<file path="src/rtl/muldiv_pkg.sv">
// muldiv package, shared word types and encodings for the multiply/divide unit.
package muldiv_pkg;

    parameter int XLEN = 64; // architectural word width.

    typedef logic [XLEN-1:0]   xlen_t;  // one operand or result word.
    typedef logic [2*XLEN-1:0] dword_t; // full double-width product.

    // operation codes of the M extension, word forms last.
    typedef enum logic [3:0] {
        OP_MUL    = 4'd0,
        OP_MULH   = 4'd1,
        OP_MULHSU = 4'd2,
        OP_MULHU  = 4'd3,
        OP_DIV    = 4'd4,
        OP_DIVU   = 4'd5,
        OP_REM    = 4'd6,
        OP_REMU   = 4'd7,
        OP_MULW   = 4'd8,
        OP_DIVW   = 4'd9,
        OP_DIVUW  = 4'd10,
        OP_REMW   = 4'd11,
        OP_REMUW  = 4'd12
    } muldiv_op_e;

    // both iterative engines share this state encoding.
    typedef enum logic {
        ST_IDLE = 1'b0,
        ST_RUN  = 1'b1
    } engine_state_e;

endpackage

</file>
<file path="src/rtl/muldiv_operand_prep.sv">
// muldiv operand stage that latches the operation and forms magnitudes, sign and special flags.
module muldiv_operand_prep (
    input  logic                   clk,
    input  logic                   rst_n,
    input  logic                   start,
    input  muldiv_pkg::muldiv_op_e op,
    input  muldiv_pkg::xlen_t      src_a,
    input  muldiv_pkg::xlen_t      src_b,
    input  logic                   done,
    output logic                   busy,
    output logic                   mul_go,
    output logic                   div_go,
    output muldiv_pkg::xlen_t      mag_a,
    output muldiv_pkg::xlen_t      mag_b,
    output muldiv_pkg::muldiv_op_e op_q,
    output logic                   neg_result,
    output logic                   div_zero,
    output logic                   div_ovf,
    output muldiv_pkg::xlen_t      a_word
);
    import muldiv_pkg::*;

    logic  accept;
    logic  is_mul;
    logic  a_signed;
    logic  b_signed;
    logic  use_a_sign; // result sign follows the dividend only.
    logic  word_sext;
    logic  word_zext;
    logic  sa;
    logic  sb;
    xlen_t red_a;
    xlen_t red_b;
    xlen_t min_neg;

    assign accept = start & ~busy;

    always_comb begin
        is_mul     = 1'b0;
        a_signed   = 1'b0;
        b_signed   = 1'b0;
        use_a_sign = 1'b0;
        word_sext  = 1'b0;
        word_zext  = 1'b0;
        unique case (op)
            OP_MUL:    is_mul = 1'b1; // low half is sign independent.
            OP_MULH:   begin
                is_mul   = 1'b1;
                a_signed = 1'b1;
                b_signed = 1'b1;
            end
            OP_MULHSU: begin
                is_mul     = 1'b1;
                a_signed   = 1'b1;
                use_a_sign = 1'b1;
            end
            OP_MULHU:  is_mul = 1'b1;
            OP_DIV:    begin
                a_signed = 1'b1;
                b_signed = 1'b1;
            end
            OP_REM:    begin
                a_signed   = 1'b1;
                b_signed   = 1'b1;
                use_a_sign = 1'b1;
            end
            OP_MULW:   begin
                is_mul    = 1'b1;
                word_zext = 1'b1;
            end
            OP_DIVW:   begin
                a_signed  = 1'b1;
                b_signed  = 1'b1;
                word_sext = 1'b1;
            end
            OP_REMW:   begin
                a_signed   = 1'b1;
                b_signed   = 1'b1;
                use_a_sign = 1'b1;
                word_sext  = 1'b1;
            end
            OP_DIVUW, OP_REMUW: word_zext = 1'b1;
            default: ; // divu and remu need no flags.
        endcase
    end

    // reduce word forms to 64 bits.
    assign red_a = word_sext ? {{(XLEN-32){src_a[31]}}, src_a[31:0]} :
                   word_zext ? {{(XLEN-32){1'b0}}, src_a[31:0]} : src_a;
    assign red_b = word_sext ? {{(XLEN-32){src_b[31]}}, src_b[31:0]} :
                   word_zext ? {{(XLEN-32){1'b0}}, src_b[31:0]} : src_b;

    assign sa      = a_signed & red_a[XLEN-1];
    assign sb      = b_signed & red_b[XLEN-1];
    assign min_neg = word_sext ? {{(XLEN-31){1'b1}}, {31{1'b0}}} : {1'b1, {(XLEN-1){1'b0}}};

    always_ff @(posedge clk or negedge rst_n) begin
        if (!rst_n) begin
            busy   <= 1'b0;
            mul_go <= 1'b0;
            div_go <= 1'b0;
        end else begin
            mul_go <= accept & is_mul;
            div_go <= accept & ~is_mul;
            if (accept) begin
                busy <= 1'b1;
            end else if (done) begin
                busy <= 1'b0;
            end
        end
    end

    always_ff @(posedge clk) begin
        if (accept) begin
            op_q       <= op;
            mag_a      <= sa ? -red_a : red_a;
            mag_b      <= sb ? -red_b : red_b;
            neg_result <= use_a_sign ? sa : (sa ^ sb);
            div_zero   <= ~is_mul & (red_b == '0);
            div_ovf    <= ~is_mul & a_signed & (red_a == min_neg) & (red_b == '1);
            a_word     <= red_a;
        end
    end

    // the result stage only reports done for an operation in flight.
    a_done_busy: assert property (@(posedge clk) disable iff (!rst_n) done |-> busy);

endmodule

</file>
<file path="src/rtl/mul_shift_add.sv">
// shift-add multiplier, unsigned iterative product of two WIDTH-bit magnitudes.
module mul_shift_add #(
    parameter int WIDTH = 64
) (
    input  logic                 clk,
    input  logic                 rst_n,
    input  logic                 go,
    input  logic [WIDTH-1:0]     mag_a,
    input  logic [WIDTH-1:0]     mag_b,
    output logic                 done,
    output logic [2*WIDTH-1:0]   product
);
    import muldiv_pkg::*;

    localparam int CW = $clog2(WIDTH);
    localparam logic [CW-1:0] LAST = CW'(WIDTH - 1);

    engine_state_e    state;
    logic [CW-1:0]    cnt;
    logic [WIDTH-1:0] mcand;
    logic [2*WIDTH-1:0] acc;  // upper half partial sum, lower half multiplier.
    logic [WIDTH:0]   upper;  // carry out of the add.

    // add the multiplicand when the current multiplier bit is set.
    always_comb begin
        if (acc[0]) begin
            upper = {1'b0, acc[2*WIDTH-1:WIDTH]} + {1'b0, mcand};
        end else begin
            upper = {1'b0, acc[2*WIDTH-1:WIDTH]};
        end
    end

    always_ff @(posedge clk or negedge rst_n) begin
        if (!rst_n) begin
            state <= ST_IDLE;
            cnt   <= '0;
            done  <= 1'b0;
        end else begin
            done <= 1'b0;
            unique case (state)
                ST_IDLE: begin
                    if (go) begin
                        state <= ST_RUN;
                        cnt   <= '0;
                    end
                end
                ST_RUN: begin
                    cnt <= cnt + 1'b1;
                    if (cnt == LAST) begin
                        state <= ST_IDLE;
                        done  <= 1'b1; // product is complete from here on.
                    end
                end
                default: state <= ST_IDLE;
            endcase
        end
    end

    always_ff @(posedge clk) begin
        if (state == ST_IDLE) begin
            if (go) begin
                mcand <= mag_a;
                acc   <= {{WIDTH{1'b0}}, mag_b};
            end
        end else begin
            acc <= {upper, acc[WIDTH-1:1]}; // shift right one bit.
        end
    end

    assign product = acc;

    a_go_idle: assert property (@(posedge clk) disable iff (!rst_n) !(go && state == ST_RUN));

endmodule

</file>
<file path="src/rtl/div_restoring.sv">
// restoring divider giving the unsigned quotient and remainder of WIDTH-bit magnitudes.
module div_restoring #(
    parameter int WIDTH = 64
) (
    input  logic             clk,
    input  logic             rst_n,
    input  logic             go,
    input  logic [WIDTH-1:0] mag_a,
    input  logic [WIDTH-1:0] mag_b,
    output logic             done,
    output logic [WIDTH-1:0] quotient,
    output logic [WIDTH-1:0] remainder
);
    import muldiv_pkg::*;

    localparam int CW = $clog2(WIDTH);
    localparam logic [CW-1:0] LAST = CW'(WIDTH - 1);

    engine_state_e    state;
    logic [CW-1:0]    cnt;
    logic [WIDTH-1:0] dvsr;
    logic [WIDTH-1:0] rem;
    logic [WIDTH-1:0] quo;  // dividend shifts out as quotient bits shift in.
    logic [WIDTH:0]   trial;
    logic [WIDTH:0]   diff;
    logic             fits;

    // next partial remainder with one dividend bit brought in.
    assign trial = {rem, quo[WIDTH-1]};
    assign diff  = trial - {1'b0, dvsr};
    assign fits  = (trial >= {1'b0, dvsr}); // full width compare.

    always_ff @(posedge clk or negedge rst_n) begin
        if (!rst_n) begin
            state <= ST_IDLE;
            cnt   <= '0;
            done  <= 1'b0;
        end else begin
            done <= 1'b0;
            unique case (state)
                ST_IDLE: begin
                    if (go) begin
                        state <= ST_RUN;
                        cnt   <= '0;
                    end
                end
                ST_RUN: begin
                    cnt <= cnt + 1'b1;
                    if (cnt == LAST) begin
                        state <= ST_IDLE;
                        done  <= 1'b1;
                    end
                end
                default: state <= ST_IDLE;
            endcase
        end
    end

    // a zero divisor always fits and gives all ones and the dividend back.
    always_ff @(posedge clk) begin
        if (state == ST_IDLE) begin
            if (go) begin
                dvsr <= mag_b;
                rem  <= '0;
                quo  <= mag_a;
            end
        end else begin
            if (fits) begin
                rem <= diff[WIDTH-1:0];
            end else begin
                rem <= trial[WIDTH-1:0];
            end
            quo <= {quo[WIDTH-2:0], fits};
        end
    end

    assign quotient  = quo;
    assign remainder = rem;

    a_go_idle: assert property (@(posedge clk) disable iff (!rst_n) !(go && state == ST_RUN));

endmodule

</file>
<file path="src/rtl/muldiv_result_fixup.sv">
// muldiv result stage, applies sign, picks the half and registers the final word.
module muldiv_result_fixup (
    input  logic                   clk,
    input  logic                   rst_n,
    input  logic                   mul_done,
    input  muldiv_pkg::dword_t     product,
    input  logic                   div_done,
    input  muldiv_pkg::xlen_t      quotient,
    input  muldiv_pkg::xlen_t      remainder,
    input  muldiv_pkg::muldiv_op_e op_q,
    input  logic                   neg_result,
    input  logic                   div_zero,
    input  logic                   div_ovf,
    input  muldiv_pkg::xlen_t      a_word,
    output logic                   done,
    output muldiv_pkg::xlen_t      result
);
    import muldiv_pkg::*;

    dword_t prod_s;
    xlen_t  mul_res;
    xlen_t  quo_s;
    xlen_t  rem_s;
    xlen_t  div_res;
    xlen_t  pick;
    xlen_t  res_nxt;
    logic   is_rem;
    logic   is_word;

    assign prod_s  = neg_result ? -product : product;
    assign mul_res = (op_q == OP_MUL || op_q == OP_MULW) ? prod_s[XLEN-1:0]
                                                         : prod_s[2*XLEN-1:XLEN];

    assign is_rem  = (op_q == OP_REM) || (op_q == OP_REMU) ||
                     (op_q == OP_REMW) || (op_q == OP_REMUW);
    assign is_word = (op_q == OP_MULW) || (op_q == OP_DIVW) || (op_q == OP_DIVUW) ||
                     (op_q == OP_REMW) || (op_q == OP_REMUW);

    always_comb begin
        if (div_zero) begin
            quo_s = '1;      // sign is ignored on a zero divisor.
            rem_s = a_word;
        end else if (div_ovf) begin
            quo_s = a_word;
            rem_s = '0;
        end else begin
            // neg_result already carries the sign for this op.
            quo_s = neg_result ? -quotient : quotient;
            rem_s = neg_result ? -remainder : remainder;
        end
    end

    assign div_res = is_rem ? rem_s : quo_s;
    assign pick    = mul_done ? mul_res : div_res;
    assign res_nxt = is_word ? {{(XLEN-32){pick[31]}}, pick[31:0]} : pick;

    always_ff @(posedge clk or negedge rst_n) begin
        if (!rst_n) begin
            done   <= 1'b0;
            result <= '0;
        end else begin
            done <= mul_done | div_done;
            if (mul_done || div_done) begin
                result <= res_nxt; // held until the next operation.
            end
        end
    end

    a_single_src: assert property (@(posedge clk) disable iff (!rst_n)
        !(mul_done && div_done));

endmodule

</file>
<file path="src/rtl/muldiv_unit.sv">
// muldiv unit top, M extension multiply/divide with start, busy and done strobes.
module muldiv_unit (
    input  logic                   clk,
    input  logic                   rst_n,
    input  logic                   start,
    input  muldiv_pkg::muldiv_op_e op,
    input  muldiv_pkg::xlen_t      src_a,
    input  muldiv_pkg::xlen_t      src_b,
    output logic                   busy,
    output logic                   done,
    output muldiv_pkg::xlen_t      result
);
    import muldiv_pkg::*;

    logic       mul_go;
    logic       div_go;
    xlen_t      mag_a;
    xlen_t      mag_b;
    muldiv_op_e op_q;
    logic       neg_result;
    logic       div_zero;
    logic       div_ovf;
    xlen_t      a_word;
    logic       mul_done;
    dword_t     product;
    logic       div_done;
    xlen_t      quotient;
    xlen_t      remainder;

    muldiv_operand_prep u_prep (
        .clk        (clk),
        .rst_n      (rst_n),
        .start      (start),
        .op         (op),
        .src_a      (src_a),
        .src_b      (src_b),
        .done       (done),
        .busy       (busy),
        .mul_go     (mul_go),
        .div_go     (div_go),
        .mag_a      (mag_a),
        .mag_b      (mag_b),
        .op_q       (op_q),
        .neg_result (neg_result),
        .div_zero   (div_zero),
        .div_ovf    (div_ovf),
        .a_word     (a_word)
    );

    mul_shift_add #(.WIDTH(XLEN)) u_mul (
        .clk     (clk),
        .rst_n   (rst_n),
        .go      (mul_go),
        .mag_a   (mag_a),
        .mag_b   (mag_b),
        .done    (mul_done),
        .product (product)
    );

    div_restoring #(.WIDTH(XLEN)) u_div (
        .clk       (clk),
        .rst_n     (rst_n),
        .go        (div_go),
        .mag_a     (mag_a),
        .mag_b     (mag_b),
        .done      (div_done),
        .quotient  (quotient),
        .remainder (remainder)
    );

    muldiv_result_fixup u_fixup (
        .clk        (clk),
        .rst_n      (rst_n),
        .mul_done   (mul_done),
        .product    (product),
        .div_done   (div_done),
        .quotient   (quotient),
        .remainder  (remainder),
        .op_q       (op_q),
        .neg_result (neg_result),
        .div_zero   (div_zero),
        .div_ovf    (div_ovf),
        .a_word     (a_word),
        .done       (done),
        .result     (result)
    );

endmodule

</file>
<file path="config.mk">
export PLATFORM = sky130hd
export DESIGN_NAME = muldiv_unit
export DESIGN_NICKNAME = d
export VERILOG_FILES = /design/src/rtl/muldiv_pkg.sv /design/src/rtl/muldiv_operand_prep.sv /design/src/rtl/mul_shift_add.sv /design/src/rtl/div_restoring.sv /design/src/rtl/muldiv_result_fixup.sv /design/src/rtl/muldiv_unit.sv
export SDC_FILE = /design/constraint.sdc
export NUM_CORES = 2
export LEC_CHECK = 0
export ABC_AREA = 1
export BUFFER_PORTS_ARGS = -buffer_cell sky130_fd_sc_hd__buf_2
export CAP_MARGIN = 10
export CORE_MARGIN = 3
export CORE_UTILIZATION = 24
export CTS_CLUSTER_DIAMETER = 100
export CTS_CLUSTER_SIZE = 30
export DETAILED_ROUTE_END_ITERATION = 10
export GPL_TIMING_DRIVEN = 0
export HOLD_SLACK_MARGIN = 0.02
export PLACE_DENSITY = 0.35
export REMOVE_ABC_BUFFERS = 1
export SLEW_MARGIN = 0
export SYNTH_ARGS = -nofsm -noshare
export SYNTH_HDL_FRONTEND = slang
export SYNTH_SLANG_ARGS = --single-unit
</file>
<file path="constraint.sdc">
create_clock -name clk -period 5.06 [get_ports clk]
set_input_delay 0.253 -clock clk [delete_from_list [all_inputs] [get_ports clk]]
set_output_delay 0.253 -clock clk [all_outputs]
set_load 0.02 [all_outputs]
</file>
==> metrics.md <==
| Metric | Value |
|---|---|
| Post-route clock period utilization | 91.68% |
| Clock transition at path regs | 0.11 ns |
| WL/cell | 28.81 µm |
| First-pass detailed-route iteration total | 7 |
| Number of port buffers | 200 |
| RSZ-0062 raised after global routing | no |
| Fin. max-slew vios | 0 |
| Mapped Area | 51020 µm² |
| Tmin final | 4.639 ns |
| Most frequent cell after synthesis | nand2_1 |
| CTS Buffer Depth | 3 |
| Reg-to-reg endpoint | u_fixup.result[52] |
| Die ar. | 218100 µm² |
| Netlist cell types | 64 |
| R2R cell count | 13 |
| List of most frequent post-synthesis cells | 1939 x nand2_1, 1063 x nor2_1, 851 x inv_1 |
| Number of global-route vias before repair | 49695 |
| Post-synth EDFFs | 582 |
| GPL Wtd Cong | 0.9513 |
| HPWL Detailed | 252100 µm |
| Dpl cells | 10224 |
| Capture point of the worst path | u_fixup.result[52] |
| Area growth from synthesis to layout | 15.30% |
| Worst hold path type | in2reg |
| Cts bufs inserted | 49 |
| WL final | 299800 µm |
| # IOs | 201 |
| CTS tree | yes |
| Cell taking the most area after synthesis | edfxtp_1 |
| Reg-to-Reg Start | u_prep.op_q[1] |
| YS warnings | 0 |
| Mapped Cells | 7379 |
| Max FO, Critical Path | 49 |
| Core box area | 210400 µm² |
| Clock root buffer | clkbuf_16 |
| Drt via density | 5.068 |
| Die Span Y | 467.1 µm |
| Seq/Total Area, Yosys | 38.38% |
| Final ANT Viol Nets | 0 |
| Top cells by area, synth | edfxtp_1 34%, nand2_1 14%, nor2_1 7.8%, inv_1 6.3%, nand3_1 6.0% |
| Critical path required time | 5.71 ns |
| Chip width | 467.1 µm |
| FP Rows | 168 |
| # Max-Cap Violations | 0 |
| DR vias | 52747 |
| Congestion Overflow GR | 0 |
| Post-synth top area share | 34.26% |
| Pwr dens | 199.4 nW/µm² |
| Status | finished clean |
| Number of H-tree levels | 2 |
| Final Hold Vio Count | 0 |
| Mapped Avg Cell Area | 6.914 µm² |
| Post-route cell area | 58830 µm² |
| Clk_skew | 0.05786 ns |
| Reg2reg setup slack | 0.42 ns |
| TritonCTS Sinks | 666 |
| Layout cells sized above 1 | 6.372% |
| Initial antenna violation count | 30 |
| Final non-filler cell total | 10407 |
| GRT Total Usage | 26.55% |
| DP Area | 55870 µm² |
| Skew-Pair Late Insertion Delay | 0.75 ns |
| Type of origin of the critical path | register |
| Worst Setup SP | u_prep.op_q[1] |
| Kind of critical path | reg2reg |
| Top_reg_cell synth | edfxtp_1 |
| Global-route wire length before repair | 404500 µm |
| Final nets | 7829 |
| Residual DRC | 0 |
| Initial Util | 24.25% |
| Max rail drop VDD | 0.3008 mV |
| Worst-Margin Slew | 1.247 ns |
| Ys async rst share | 12.61% |
| Slew headroom | 16.00% |
| Arr. time, crit path | 5.29 ns |
| FILL cells | 23477 |
| FMAX | 215.6 MHz |
| Leakage | 0.02423 µW |
| Initial drt markers | 5562 |
| Largest net degree at the start of global routing | 126 |
| Worst setup EP type | register |
| Post-synthesis register bit count | 666 |
| Final setup viols | 0 |
## stage by stage
stage	worst slack [ns]	total power (µW)	util, %	hold WS [ns]	TNS (ns)
after floorplan	-3.873	6428	-	-0.04259	-207.82
after global placement	-11.61	6738	25.93	0.4361	-2244.42
after detailed placement	0.5584	6749	26.55	0.1183	0
after CTS	0.5256	11870	27.94	0.02082	0
after global routing	0.2363	12120	27.95	0.06317	0
final	0.4211	11730	27.96	0.07278	0
## per-layer routing
layer	wire length [µm]	up-vias	part of all wire, %	global-route usage [%]
met5	11	-	0.0037	0
met4	10080	2	3.4	7.845
li1	-	24913	-	-
met3	14860	233	5.0	2.340
met1	136000	25914	45	36.78
met2	138900	1685	46	43.80
## cell usage in the layout (no fill, tap or decap), types with 7 or more instances in the layout
master	n
nor2_1	1060
nand3_1	612
and2_1	13
inv_2	17
nand3b_1	22
o21bai_1	24
or2_2	7
nor2_2	28
nor2_4	11
a21oi_1	522
clkbuf_16	50
nor4_1	16
nand4_1	157
nand2_2	19
nand2_1	1936
xor2_1	116
buf_12	11
a21boi_0	10
nor3_1	92
buf_2	202
nand3_2	18
clkinv_16	15
xnor2_1	72
nor3_2	9
dfrtp_1	82
edfxtp_1	582
dlygate4sd3_1	85
o21ai_0	546
o31ai_1	17
inv_1	840
o21a_1	13
ha_1	136
a31oi_1	30
o21ai_1	44
o211ai_1	27
buf_16	30
clkinv_8	8
a21o_1	17
## cell type report
type | count | area [µm²] | area share [%]
diodes | 6 | 15.01 | 0.02552
clock buffers | 50 | 1251 | 2.127
clock inverters | 41 | 818.3 | 1.391
inverters | 871 | 3312 | 5.630
multi-input cells | 5629 | 27290 | 46.39
flip-flops and latches | 666 | 19580 | 33.29
well taps | 2805 | 3510 | 5.966
repair buffers | 339 | 3047 | 5.179
## where the power goes
group | internal [µW] | switching [µW] | total (µW)
registers | 5940 | 0 | 5940
logic | 243 | 490 | 733
clock network | 2150 | 2900 | 5060
## worst max-delay path, stage by stage (launching register included)
cell and delay [ns]:
edfxtp_1 0.41, nor2_1 0.35, nand3_1 0.11, nand2_1 0.57, inv_2 0.24, buf_12 0.26
nand2_2 0.59, buf_12 0.28, a21oi_1 0.06, o21ai_1 0.09, nand2_1 0.11, nand2_1 0.22
nand3_2 0.79, a21oi_1 0.41
## sequential cells by signal, indices dropped and copies added, names as in the netlist, 4 cells and up
register,cells
u_prep.a_word,64
u_prep.mag_b,64
u_prep.mag_a,63
u_div.dvsr,64
u_mul.cnt,6
u_prep.op_q,4
u_div.quotient,64
u_div.cnt,6
u_mul.mcand,64
u_mul.product,128
u_div.remainder,64
u_fixup.result,64
## how the worst min path moves through the flow
stage / startpoint / to / slack, ns / cells after the start
6_report: src_a[34] / u_prep.a_word[34] / 0.07 / 3
5_1_grt: src_a[34] / u_prep.a_word[34] / 0.06 / 3
4_1_cts: src_a[49] / u_prep.a_word[49] / 0.02 / 3
3_5_place_dp: rst_n / u_prep.busy / 0.12 / 1
3_3_place_gp: u_prep.mag_a[26] / u_mul.mcand[26] / 0.44 / 0
2_1_floorplan: rst_n / u_div.cnt[0] / -0.04 / 0
## cells by family (layout without fill, tap and decap cells)
| logic type | Yosys count | after routing | share of synthesized area [%] |
|---|---|---|---|
| compound gates | 1285 | 1285 | 13.45 |
| xor+xnor | 188 | 188 | 3.227 |
| other cells | 0 | 6 | 0 |
| flops | 666 | 666 | 38.38 |
| simple gates | 4018 | 4018 | 33.24 |
| fa+ha+maj | 138 | 138 | 3.414 |
| buf+inv | 1084 | 1301 | 8.292 |
## what timing repair did
item,in CTS,in global routing
buffers inserted,0,0
hold endpoints to repair,195,0
gates resized for setup,0,0
hold buffers,85,0
No activity file was read; power rests on OpenSTA's default activity.
